**config.mk**
```make
export PLATFORM = sky130hd
export DESIGN_NAME = deskew_top
export DESIGN_NICKNAME = d
export VERILOG_FILES = /design/src/source/deskew_pkg.sv /design/src/source/deskew_fsm.sv /design/src/source/deskew_top.sv /design/src/source/lane_delay_bank.sv /design/src/source/lane_delay_line.sv /design/src/source/skew_counter.sv
export SDC_FILE = /design/constraint.sdc
export NUM_CORES = 2
export LEC_CHECK = 0
export BUFFER_PORTS_ARGS = -buffer_cell sky130_fd_sc_hd__buf_2
export CAP_MARGIN = 10
export CORE_ASPECT_RATIO = 0.75
export CORE_MARGIN = 2
export CORE_UTILIZATION = 47
export DETAILED_ROUTE_END_ITERATION = 12
export SYNTH_ARGS = -nofsm -noshare
export SYNTH_HDL_FRONTEND = slang
export SYNTH_SLANG_ARGS = --single-unit
```
**constraint.sdc**
```tcl
create_clock -name i_clock -period 267 [get_ports i_clock]
set_clock_uncertainty 0.2 [all_clocks]
set_input_delay 26.7 -clock i_clock [delete_from_list [all_inputs] [get_ports i_clock]]
set_output_delay 26.7 -clock i_clock [all_outputs]
set_load 0.02 [all_outputs]
```
**src/source/deskew_pkg.sv**
```systemverilog
`default_nettype none

package deskew_pkg;

  // Lane geometry
  localparam int N_LANES = 4;
  localparam int NB_DATA = 66;

  // Largest absorbable skew is MAX_SKEW-1 valid words
  localparam int MAX_SKEW = 16;
  localparam int NB_DELAY_COUNT = $clog2(MAX_SKEW);

  // Flattened buses, lane 0 in the low bits
  localparam int NB_DELAY_BUS = NB_DELAY_COUNT * N_LANES;
  localparam int NB_DATA_BUS = NB_DATA * N_LANES;

  // Saturation point of every skew counter
  localparam logic [NB_DELAY_COUNT-1:0] SKEW_LIMIT = NB_DELAY_COUNT'(MAX_SKEW - 1);

  // Deskew controller states
  typedef enum logic [2:0] {
    // Out of reset, waiting for enable
    DSK_IDLE,
    // Waiting for the first alignment marker
    DSK_SEARCH,
    // Some lanes marked, others still counting
    DSK_MEASURE,
    // One cycle to load the delay lines
    DSK_LOAD,
    // Lanes leave aligned
    DSK_ALIGNED,
    // Spread too large, needs resync
    DSK_ERROR
  } deskew_state_t;

endpackage

`default_nettype wire

```
**src/source/deskew_fsm.sv**
```systemverilog
`timescale 1ns/1ps
`default_nettype none

module deskew_fsm
(
  input  logic                                  i_clock,
  input  logic                                  i_arst_n,
  input  logic                                  i_enable,
  input  logic                                  i_valid,
  input  logic                                  i_resync,
  input  logic [deskew_pkg::N_LANES-1:0]        i_start_of_lane,
  input  logic [deskew_pkg::NB_DELAY_COUNT-1:0] i_common_count,
  output logic                                  o_enable_counters,
  output logic [deskew_pkg::N_LANES-1:0]        o_stop_lane_counters,
  output logic                                  o_set_fifo_delay,
  output logic                                  o_write_enb,
  output logic                                  o_read_enb,
  output logic                                  o_aligned,
  output logic                                  o_skew_error
);

  import deskew_pkg::*;

  deskew_state_t        state_q;
  deskew_state_t        state_d;
  logic [N_LANES-1:0]   stop_q;
  logic [N_LANES-1:0]   new_marks;
  logic [N_LANES-1:0]   stop_lanes;
  logic                 go_search;
  logic                 measuring;
  logic                 marker_seen;
  logic                 all_stopped;
  logic                 overflow;

  // Disable or resync restarts the measurement
  assign go_search = !i_enable || i_resync;

  assign measuring = (state_q == DSK_SEARCH) || (state_q == DSK_MEASURE);

  // Markers only count on valid words during measurement
  assign new_marks = (measuring && i_valid && !go_search) ? i_start_of_lane : '0;
  assign marker_seen = |new_marks;

  // A lane stops in its own marker cycle
  assign stop_lanes = stop_q | new_marks;
  assign all_stopped = &stop_lanes;

  // Common count at the last legal step with a lane still unmarked
  assign overflow = (state_q == DSK_MEASURE)
                 && i_valid
                 && (i_common_count == SKEW_LIMIT)
                 && !all_stopped;

  always_comb
  begin
    state_d = state_q;
    if (state_q == DSK_IDLE)
    begin
      if (i_enable)
        state_d = DSK_SEARCH;
    end
    else if (go_search)
    begin
      state_d = DSK_SEARCH;
    end
    else
    begin
      case (state_q)
        DSK_SEARCH:
        begin
          if (marker_seen)
            state_d = all_stopped ? DSK_LOAD : DSK_MEASURE;
        end
        DSK_MEASURE:
        begin
          if (all_stopped)
            state_d = DSK_LOAD;
          else if (overflow)
            state_d = DSK_ERROR;
        end
        DSK_LOAD:
        begin
          state_d = DSK_ALIGNED;
        end
        DSK_ALIGNED:
        begin
          state_d = DSK_ALIGNED;
        end
        DSK_ERROR:
        begin
          state_d = DSK_ERROR;
        end
        default:
        begin
          state_d = DSK_IDLE;
        end
      endcase
    end
  end

  always_ff @(posedge i_clock or negedge i_arst_n)
  begin
    if (!i_arst_n)
      state_q <= DSK_IDLE;
    else
      state_q <= state_d;
  end

  // Sticky marker flags, held until the next search
  always_ff @(posedge i_clock or negedge i_arst_n)
  begin
    if (!i_arst_n)
      stop_q <= '0;
    else if (go_search)
      stop_q <= '0;
    else if (measuring)
      stop_q <= stop_lanes;
  end

  // Counting starts on the first marker word, which is step 0
  assign o_enable_counters = measuring
                          && !go_search
                          && ((state_q == DSK_MEASURE) || marker_seen);

  assign o_stop_lane_counters = stop_lanes;
  assign o_set_fifo_delay = (state_q == DSK_LOAD);
  assign o_write_enb = (state_q != DSK_IDLE);
  assign o_read_enb = (state_q == DSK_ALIGNED);
  assign o_aligned = (state_q == DSK_ALIGNED);
  assign o_skew_error = (state_q == DSK_ERROR);

  // Delays load once per measurement
  a_single_load_pulse : assert property (
    @(posedge i_clock) disable iff (!i_arst_n)
      o_set_fifo_delay |=> !o_set_fifo_delay
  ) else $error("deskew_fsm: set_fifo_delay held for two cycles");

  a_status_exclusive : assert property (
    @(posedge i_clock) disable iff (!i_arst_n)
      !(o_aligned && o_skew_error)
  ) else $error("deskew_fsm: aligned and skew error both high");

endmodule

`default_nettype wire

```
**src/source/deskew_top.sv**
```systemverilog
`timescale 1ns/1ps
`default_nettype none

module deskew_top
(
  input  logic                                i_clock,
  input  logic                                i_arst_n,
  input  logic                                i_enable,
  input  logic                                i_valid,
  input  logic [deskew_pkg::N_LANES-1:0]      i_resync,
  input  logic [deskew_pkg::N_LANES-1:0]      i_start_of_lane,
  input  logic [deskew_pkg::NB_DATA_BUS-1:0]  i_data,
  output logic                                o_set_fifo_delay,
  output logic [deskew_pkg::NB_DELAY_BUS-1:0] o_lane_delay,
  output logic                                o_aligned,
  output logic                                o_skew_error,
  output logic                                o_valid,
  output logic [deskew_pkg::NB_DATA_BUS-1:0]  o_data
);

  import deskew_pkg::*;

  logic [N_LANES-1:0]        stop_lane_counters;
  logic [NB_DELAY_BUS-1:0]   lane_offset;
  logic [NB_DELAY_COUNT-1:0] common_count;
  logic                      enable_counters;
  logic                      set_fifo_delay;
  logic                      write_enb;
  logic                      read_enb;
  logic                      resync_any;
  logic                      stop_common;

  // Resync on any lane restarts every lane
  assign resync_any = |i_resync;

  // Common counter runs until the last lane is marked
  assign stop_common = &stop_lane_counters;

  deskew_fsm u_deskew_fsm
  (
    .i_clock              (i_clock),
    .i_arst_n             (i_arst_n),
    .i_enable             (i_enable),
    .i_valid              (i_valid),
    .i_resync             (resync_any),
    .i_start_of_lane      (i_start_of_lane),
    .i_common_count       (common_count),
    .o_enable_counters    (enable_counters),
    .o_stop_lane_counters (stop_lane_counters),
    .o_set_fifo_delay     (set_fifo_delay),
    .o_write_enb          (write_enb),
    .o_read_enb           (read_enb),
    .o_aligned            (o_aligned),
    .o_skew_error         (o_skew_error)
  );

  skew_counter u_common_counter
  (
    .i_clock          (i_clock),
    .i_arst_n         (i_arst_n),
    .i_enable         (i_enable),
    .i_resync         (resync_any),
    .i_enable_counter (enable_counters),
    .i_stop_counter   (stop_common),
    .i_valid          (i_valid),
    .o_count          (common_count)
  );

  // One offset counter per lane
  for (genvar i = 0; i < N_LANES; i++)
  begin : g_lane_counter
    skew_counter u_skew_counter
    (
      .i_clock          (i_clock),
      .i_arst_n         (i_arst_n),
      .i_enable         (i_enable),
      .i_resync         (resync_any),
      .i_enable_counter (enable_counters),
      .i_stop_counter   (stop_lane_counters[i]),
      .i_valid          (i_valid),
      .o_count          (lane_offset[i*NB_DELAY_COUNT +: NB_DELAY_COUNT])
    );
  end

  lane_delay_bank u_lane_delay_bank
  (
    .i_clock          (i_clock),
    .i_arst_n         (i_arst_n),
    .i_valid          (i_valid),
    .i_set_fifo_delay (set_fifo_delay),
    .i_write_enb      (write_enb),
    .i_read_enb       (read_enb),
    .i_lane_offset    (lane_offset),
    .i_common_count   (common_count),
    .i_data           (i_data),
    .o_valid          (o_valid),
    .o_data           (o_data)
  );

  assign o_set_fifo_delay = set_fifo_delay;
  assign o_lane_delay = lane_offset;

endmodule

`default_nettype wire

```
**src/source/lane_delay_bank.sv**
```systemverilog
`timescale 1ns/1ps
`default_nettype none

module lane_delay_bank
(
  input  logic                                  i_clock,
  input  logic                                  i_arst_n,
  input  logic                                  i_valid,
  input  logic                                  i_set_fifo_delay,
  input  logic                                  i_write_enb,
  input  logic                                  i_read_enb,
  input  logic [deskew_pkg::NB_DELAY_BUS-1:0]   i_lane_offset,
  input  logic [deskew_pkg::NB_DELAY_COUNT-1:0] i_common_count,
  input  logic [deskew_pkg::NB_DATA_BUS-1:0]    i_data,
  output logic                                  o_valid,
  output logic [deskew_pkg::NB_DATA_BUS-1:0]    o_data
);

  import deskew_pkg::*;

  logic [NB_DELAY_COUNT-1:0] lane_delay [N_LANES];
  logic                      valid_q;

  for (genvar i = 0; i < N_LANES; i++)
  begin : g_lane
    // Earliest lane waits longest
    assign lane_delay[i] = i_common_count - i_lane_offset[i*NB_DELAY_COUNT +: NB_DELAY_COUNT];

    lane_delay_line u_lane_delay_line
    (
      .i_clock     (i_clock),
      .i_arst_n    (i_arst_n),
      .i_valid     (i_valid),
      .i_set_delay (i_set_fifo_delay),
      .i_delay     (lane_delay[i]),
      .i_write_enb (i_write_enb),
      .i_read_enb  (i_read_enb),
      .i_data      (i_data[i*NB_DATA +: NB_DATA]),
      .o_data      (o_data[i*NB_DATA +: NB_DATA])
    );
  end

  // Output strobe lines up with the registered lane words
  always_ff @(posedge i_clock or negedge i_arst_n)
  begin
    if (!i_arst_n)
      valid_q <= 1'b0;
    else
      valid_q <= i_valid && i_read_enb;
  end

  assign o_valid = valid_q;

endmodule

`default_nettype wire

```
**src/source/lane_delay_line.sv**
```systemverilog
`timescale 1ns/1ps
`default_nettype none

module lane_delay_line
(
  input  logic                                  i_clock,
  input  logic                                  i_arst_n,
  input  logic                                  i_valid,
  input  logic                                  i_set_delay,
  input  logic [deskew_pkg::NB_DELAY_COUNT-1:0] i_delay,
  input  logic                                  i_write_enb,
  input  logic                                  i_read_enb,
  input  logic [deskew_pkg::NB_DATA-1:0]        i_data,
  output logic [deskew_pkg::NB_DATA-1:0]        o_data
);

  import deskew_pkg::*;

  // Past words, shift_q[0] is the most recent stored word
  logic [NB_DATA-1:0]        shift_q [MAX_SKEW-1];
  // Tap k is the word k valid words back, tap 0 is the current word
  logic [NB_DATA-1:0]        taps [MAX_SKEW];
  logic [NB_DELAY_COUNT-1:0] delay_q;
  logic [NB_DATA-1:0]        data_q;

  always_ff @(posedge i_clock)
  begin
    if (i_valid && i_write_enb)
    begin
      shift_q[0] <= i_data;
      for (int k = 1; k < MAX_SKEW - 1; k++)
        shift_q[k] <= shift_q[k-1];
    end
  end

  always_comb
  begin
    taps[0] = i_data;
    for (int k = 1; k < MAX_SKEW; k++)
      taps[k] = shift_q[k-1];
  end

  // Delay is held from one load to the next
  always_ff @(posedge i_clock or negedge i_arst_n)
  begin
    if (!i_arst_n)
      delay_q <= '0;
    else if (i_set_delay)
      delay_q <= i_delay;
  end

  // Selected tap, registered on each valid word while aligned
  always_ff @(posedge i_clock)
  begin
    if (i_valid && i_read_enb)
      data_q <= taps[delay_q];
  end

  assign o_data = data_q;

  a_delay_in_range : assert property (
    @(posedge i_clock) disable iff (!i_arst_n)
      i_set_delay |-> (!$isunknown(i_delay) && (int'(i_delay) < MAX_SKEW))
  ) else $error("lane_delay_line: loaded delay out of range");

endmodule

`default_nettype wire

```
**src/source/skew_counter.sv**
```systemverilog
`timescale 1ns/1ps
`default_nettype none

module skew_counter
(
  input  logic                                  i_clock,
  input  logic                                  i_arst_n,
  input  logic                                  i_enable,
  input  logic                                  i_resync,
  input  logic                                  i_enable_counter,
  input  logic                                  i_stop_counter,
  input  logic                                  i_valid,
  output logic [deskew_pkg::NB_DELAY_COUNT-1:0] o_count
);

  import deskew_pkg::*;

  logic [NB_DELAY_COUNT-1:0] count_q;
  logic                      clear;
  logic                      advance;

  // Restart whenever the link is disabled or any lane resyncs
  assign clear = !i_enable || i_resync;

  // One step per valid word, held once stopped or saturated
  assign advance = i_enable_counter
                && i_valid
                && !i_stop_counter
                && (count_q != SKEW_LIMIT);

  always_ff @(posedge i_clock or negedge i_arst_n)
  begin
    if (!i_arst_n)
    begin
      count_q <= '0;
    end
    else if (clear)
    begin
      count_q <= '0;
    end
    else if (advance)
    begin
      count_q <= count_q + 1'b1;
    end
  end

  // Final value is the marker step for a lane counter
  assign o_count = count_q;

endmodule

`default_nettype wire

```
Word level (Yosys, flattened, before mapping). Memories as Yosys holds them, arrays and structs flattened. Cells that the tools add are included.

Memories kept: 4. RAM bits: 3960. Flip-flop bits (word level): 308. Output and inout bits: 284. Bits of input ports: 276.

Add/sub/neg operators: 9. Order comparisons: 4. Bitwise gates (word level): 5. Reduce and logical (&&, ||, !) cells: 43. Multiplexer cells: 35. Eq/ne operators: 14.

Memories: u_lane_delay_bank.g_lane[0].u_lane_delay_line.shift_q (words 15, width 66, rd ports 15, clocked after memory_dff 0, write ports 15, line lane_delay_line.sv:20) `logic [NB_DATA-1:0] shift_q [MAX_SKEW-1];`; u_lane_delay_bank.g_lane[1].u_lane_delay_line.shift_q (words 15, width 66, rd ports 15, clocked after memory_dff 0, write ports 15, line lane_delay_line.sv:20); u_lane_delay_bank.g_lane[2].u_lane_delay_line.shift_q (words 15, width 66, rd ports 15, clocked after memory_dff 0, write ports 15, line lane_delay_line.sv:20); u_lane_delay_bank.g_lane[3].u_lane_delay_line.shift_q (words 15, width 66, rd ports 15, clocked after memory_dff 0, write ports 15, line lane_delay_line.sv:20).

Operators with widths (count): 66-bit binary-select mux with 4-bit select (4); 66-bit 2-to-1 mux (8); 4-bit 2-to-1 mux (13); 4-bit by 1-bit adder with 4-bit output, second input constant (5); 5-bit greater-or-equal comparator, second input constant (4); 1-bit logical AND (20); 4-bit inequality test, second input constant (5); 4-bit NOT with 5-bit output (4); 3-bit 2-to-1 mux (6); 4-bit subtractor (4); 3-bit one-hot mux with 4 select lines (1); 2-bit nonzero test (6); 4-bit OR reduction (2); 1-bit zero test (7); 3-bit by 2-bit == test with 1-bit output, second input constant (2); 3-bit == test, second input constant (2); 5-bit by 2-bit inequality test with 1-bit output, second input constant (1); 4-bit == test, second input constant (1); 4-bit by 2-bit inequality test with 1-bit output, second input constant (1); 4-bit OR (1); 4-bit AND reduction (1); 3-bit by 1-bit == test with 1-bit output, second input constant (1); 3-bit zero test (1); 1-bit logical OR (3); 5 further kinds (7).

Longest topological paths before layout.
Word-level depth: 14. Depth in mapped cells: 7. Depth with buffers taken out: 7.

Modules after synthesis. A second synthesis with hierarchy kept.

Cells, all modules: 6700. Area total of the unflattened synthesis: 160263.7 um^2.

By module, submodules not included: lane_delay_line (times used 4, area each 39515.4 um^2, cells an instance 1619, sequential area each 31810.5 um^2); skew_counter (times used 5, area each 236.5 um^2, cells an instance 22, sequential area each 100.1 um^2); deskew_fsm (times used 1, area each 513.0 um^2, cells an instance 55, sequential area each 175.2 um^2); lane_delay_bank (times used 1, area each 490.5 um^2, cells an instance 57, sequential area each 25.0 um^2); deskew_top (times used 1, area each 16.3 um^2, cells an instance 2, sequential area each 0.0 um^2).

Worst setup path after synthesis. Ideal clock, no wire load.

Path kind: input-to-reg. From: in i_valid. To: mem u_lane_delay_bank.g_lane[0].u_lane_delay_line.shift_q[0][0], enable pin. Library setup time: 5173 ps. Path buffers: 0. Setup slack: 141107 ps. Arrival: 120520 ps. Cell stages on the path: 1. Cells stage by stage: o31a_1.

RTL lines: start, declared (line deskew_top.sv:9) `input logic i_valid,`; end, declared (line lane_delay_line.sv:20).

==> out/results.ini <==
[global_routing]
grt_pass1_vias=70100
grt-busiest-layer=met1
met1_usage_pct=26.7
grt_util_met3_pct=3.12
overflow=0
gr-usage-met2_pct=25.2
antenna_found_initial=87
track_usage_pct=17.2
grt_pass1_wl_mm=459
grt_max_degree=222

[final_layout]
finish.utilization_pct=53.6
final_cells=11700
drive_gt1_share_pct=36.2
final_nets=7148
layout_commonest_cell=edfxtp_1
layout_common_cells=edfxtp_1, mux4_2, buf_2
area_growth_pct=13.3

[clocking]
tritoncts=done
cts_buffers=411
clock_sinks=4268
post_cts_resized=0
root_buffer=clkbuf_16
htreeDepth=5
clk_path_buf_depth=4
hold_buffers=0
clk_latency_ns=0.90
post_cts_buffers=0
clk_pin_slew_ns=0.06

[sta]
rsz0062_at_grt=false
finalHoldViolCount=0
worstMarginPinSlew_ns=1.23
relSlewSlack_pct=17.7
fin_crit_ns=32.60
slew_violations=0
fin_ws_ns=234.40
setup_viol=0
fmax_ghz=0.0307
fin_crit_sh_pct=12.2
setup-tns-final_ns=0

[place]
gp_congestion=0.769
place_inst=10900
hpwl_mm=171
dp_slack_ns=233.35
portBuffers=559

[pwr]
pwr-share-comb_pct=2.8
power_frac_seq_pct=56.9
clkPwrFrac_pct=40.3
powerDensity_mw_per_mm2=7.80
p_leak_nw=57.8
intPower_w=0.00113
peakVddDrop_v=0.00000580
p_sw_w=0.000285
power_w=0.00142
swShare_pct=20.1

[die]
core.rowCount=185
die_w_um=679
ios=560
die_h_um=510
start_util_pct=47.3
fp.coreArea_mm2=0.339
fp.dieArea_mm2=0.346

[yosys]
ys_seq_elements=4268
syn_inst=6090
synth.distinct_cells=46
synth_edf_count=4224
synth.area.top_cells=edfxtp_1, mux4_2, dfrtp_1
synth.avg_cell_area_um2=26.3
syn_nets=6387
synth_top_cell_by_area=edfxtp_1
yosysWarnings=0
synth_top_area_share_pct=79.1
synth-main-ff-cell=edfxtp_1
async_flop_share_pct=1.03
yosysSeqAreaShare_pct=79.8
syn_area_mm2=0.160

[critical_path]
required_ns=267.28
cp_data_arrival_time_ns=32.88
crit_fanout=99
rrSetupSlack_ns=259.64
worstSetupPathType=input port to flop
cp-end-kind=flop
startpoint_type=input port

[route]
vias_per_cell=5.85
dr_total_vias=68400
drc=0
initialDrtViolationCount=7596
drt-total-wl_mm=305
drt_pass1_iterations=5
wire_per_inst_um=26.1
ant_nets=0

[outcome]
status=finished, final reports clean

[min_path]
hold_path.class=flop to flop

[job]
cap_violations=0

[per-stage QoR]
| stage | instance area, um2 | hold slack [ns] |
|---|---|---|
| 6_report | 182000 | 0.197 |
| 5_1_grt | 182000 | 0.211 |
| 4_1_cts | 182000 | 0.192 |
| 3_5_place_dp | 168000 | 0.227 |
| 3_3_place_gp | 168000 | 0.223 |
| 2_1_floorplan | 160000 | 0.221 |
[cells by family (layout without fill, tap and decap cells)]
logic type | Yosys count | in the layout | share of synthesized area [%]
AO/OA/AOI/OAI | 57 | 57 | 0.229
multiplexers | 1327 | 1327 | 18.6
buffers and inverters | 326 | 1412 | 0.863
adder cells (fa/ha/maj) | 21 | 21 | 0.183
flip-flops | 4268 | 4268 | 79.8
XOR/XNOR | 17 | 17 | 0.105
AND/OR/NAND/NOR | 74 | 74 | 0.265
other | 0 | 26 | 0
[metal layers]
| layer | wire length (um) | vias to the layer above |
|---|---|---|
| met5 | 141 | - |
| met4 | 8550 | 22 |
| met3 | 17800 | 551 |
| met2 | 139000 | 2184 |
| met1 | 139000 | 37300 |
| li1 | - | 28400 |
[registers in the layout, summed over array words and instances, names as in the netlist]
signal / flops
u_deskew_fsm.stop_q: 4
u_lane_delay_bank.g_lane.u_lane_delay_line.shift_q: 3960
u_lane_delay_bank.o_valid: 1
u_lane_delay_bank.g_lane.u_lane_delay_line.o_data: 264
g_lane_counter.u_skew_counter.o_count: 16
u_deskew_fsm.state_q: 3
u_lane_delay_bank.g_lane.u_lane_delay_line.delay_q: 16
u_common_counter.o_count: 4
[worst max-delay path: stages]
cell and delay (ns):
buf_2 0.11, o31a_2 0.80, buf_4 0.77, buf_4 0.68, buf_4 0.75, buf_4 0.98
buf_4 0.79, buf_4 0.99
[cell type report]
cell class	count	area (um2)
Antenna cell	26	65.1
Clock buffer	500	10800
Clock inverter	238	2350
Fill cell	25100	157000
Inverter	22	82.6
Multi-Input combinational cell	1496	31100
Sequential cell	4268	128000
Tap cell	4488	5620
Timing Repair Buffer	652	3650
[synthesized netlist by cell type (all sizes together) (2+ instances only)]
cell    number
a21o         4
a21oi       16
a41oi        4
and2         3
buf        155
clkbuf     149
dfrtp       44
edfxtp    4224
fa           4
ha          17
inv         22
mux2i        6
mux4      1320
nand2       21
nand3       10
nand4        4
nor2        15
nor2b        2
nor3         3
o21ai       24
o22ai        2
o41ai        3
or3          7
or4          3
xnor2        4
xor2        13
[power groups by stage]
stage	Sequential, W	Clock [W]	Combinational [W]
floorplan	0.000947	0	0.0000291
global route	0.000809	0.000614	0.0000430
global placement	0.000815	0	0.0000392
finish	0.000805	0.000571	0.0000397
CTS	0.000805	0.000589	0.0000404
detailed placement	0.000818	0	0.0000403
[worst paths after layout]
kind	from	to	cells after the start
min	flop	flop	0
min reg2reg	flop	flop	0
min in group asynchronous	i_arst_n	u_deskew_fsm.stop_q[1]$_DFFE_PN0P_	1
max reg2reg	u_deskew_fsm.state_q[0]$_DFFE_PN0P_	flop	7
max in group asynchronous	i_arst_n	asynchronous set/reset pin	1
max	i_valid	flop	8
(Power assumes the default switching activity.)
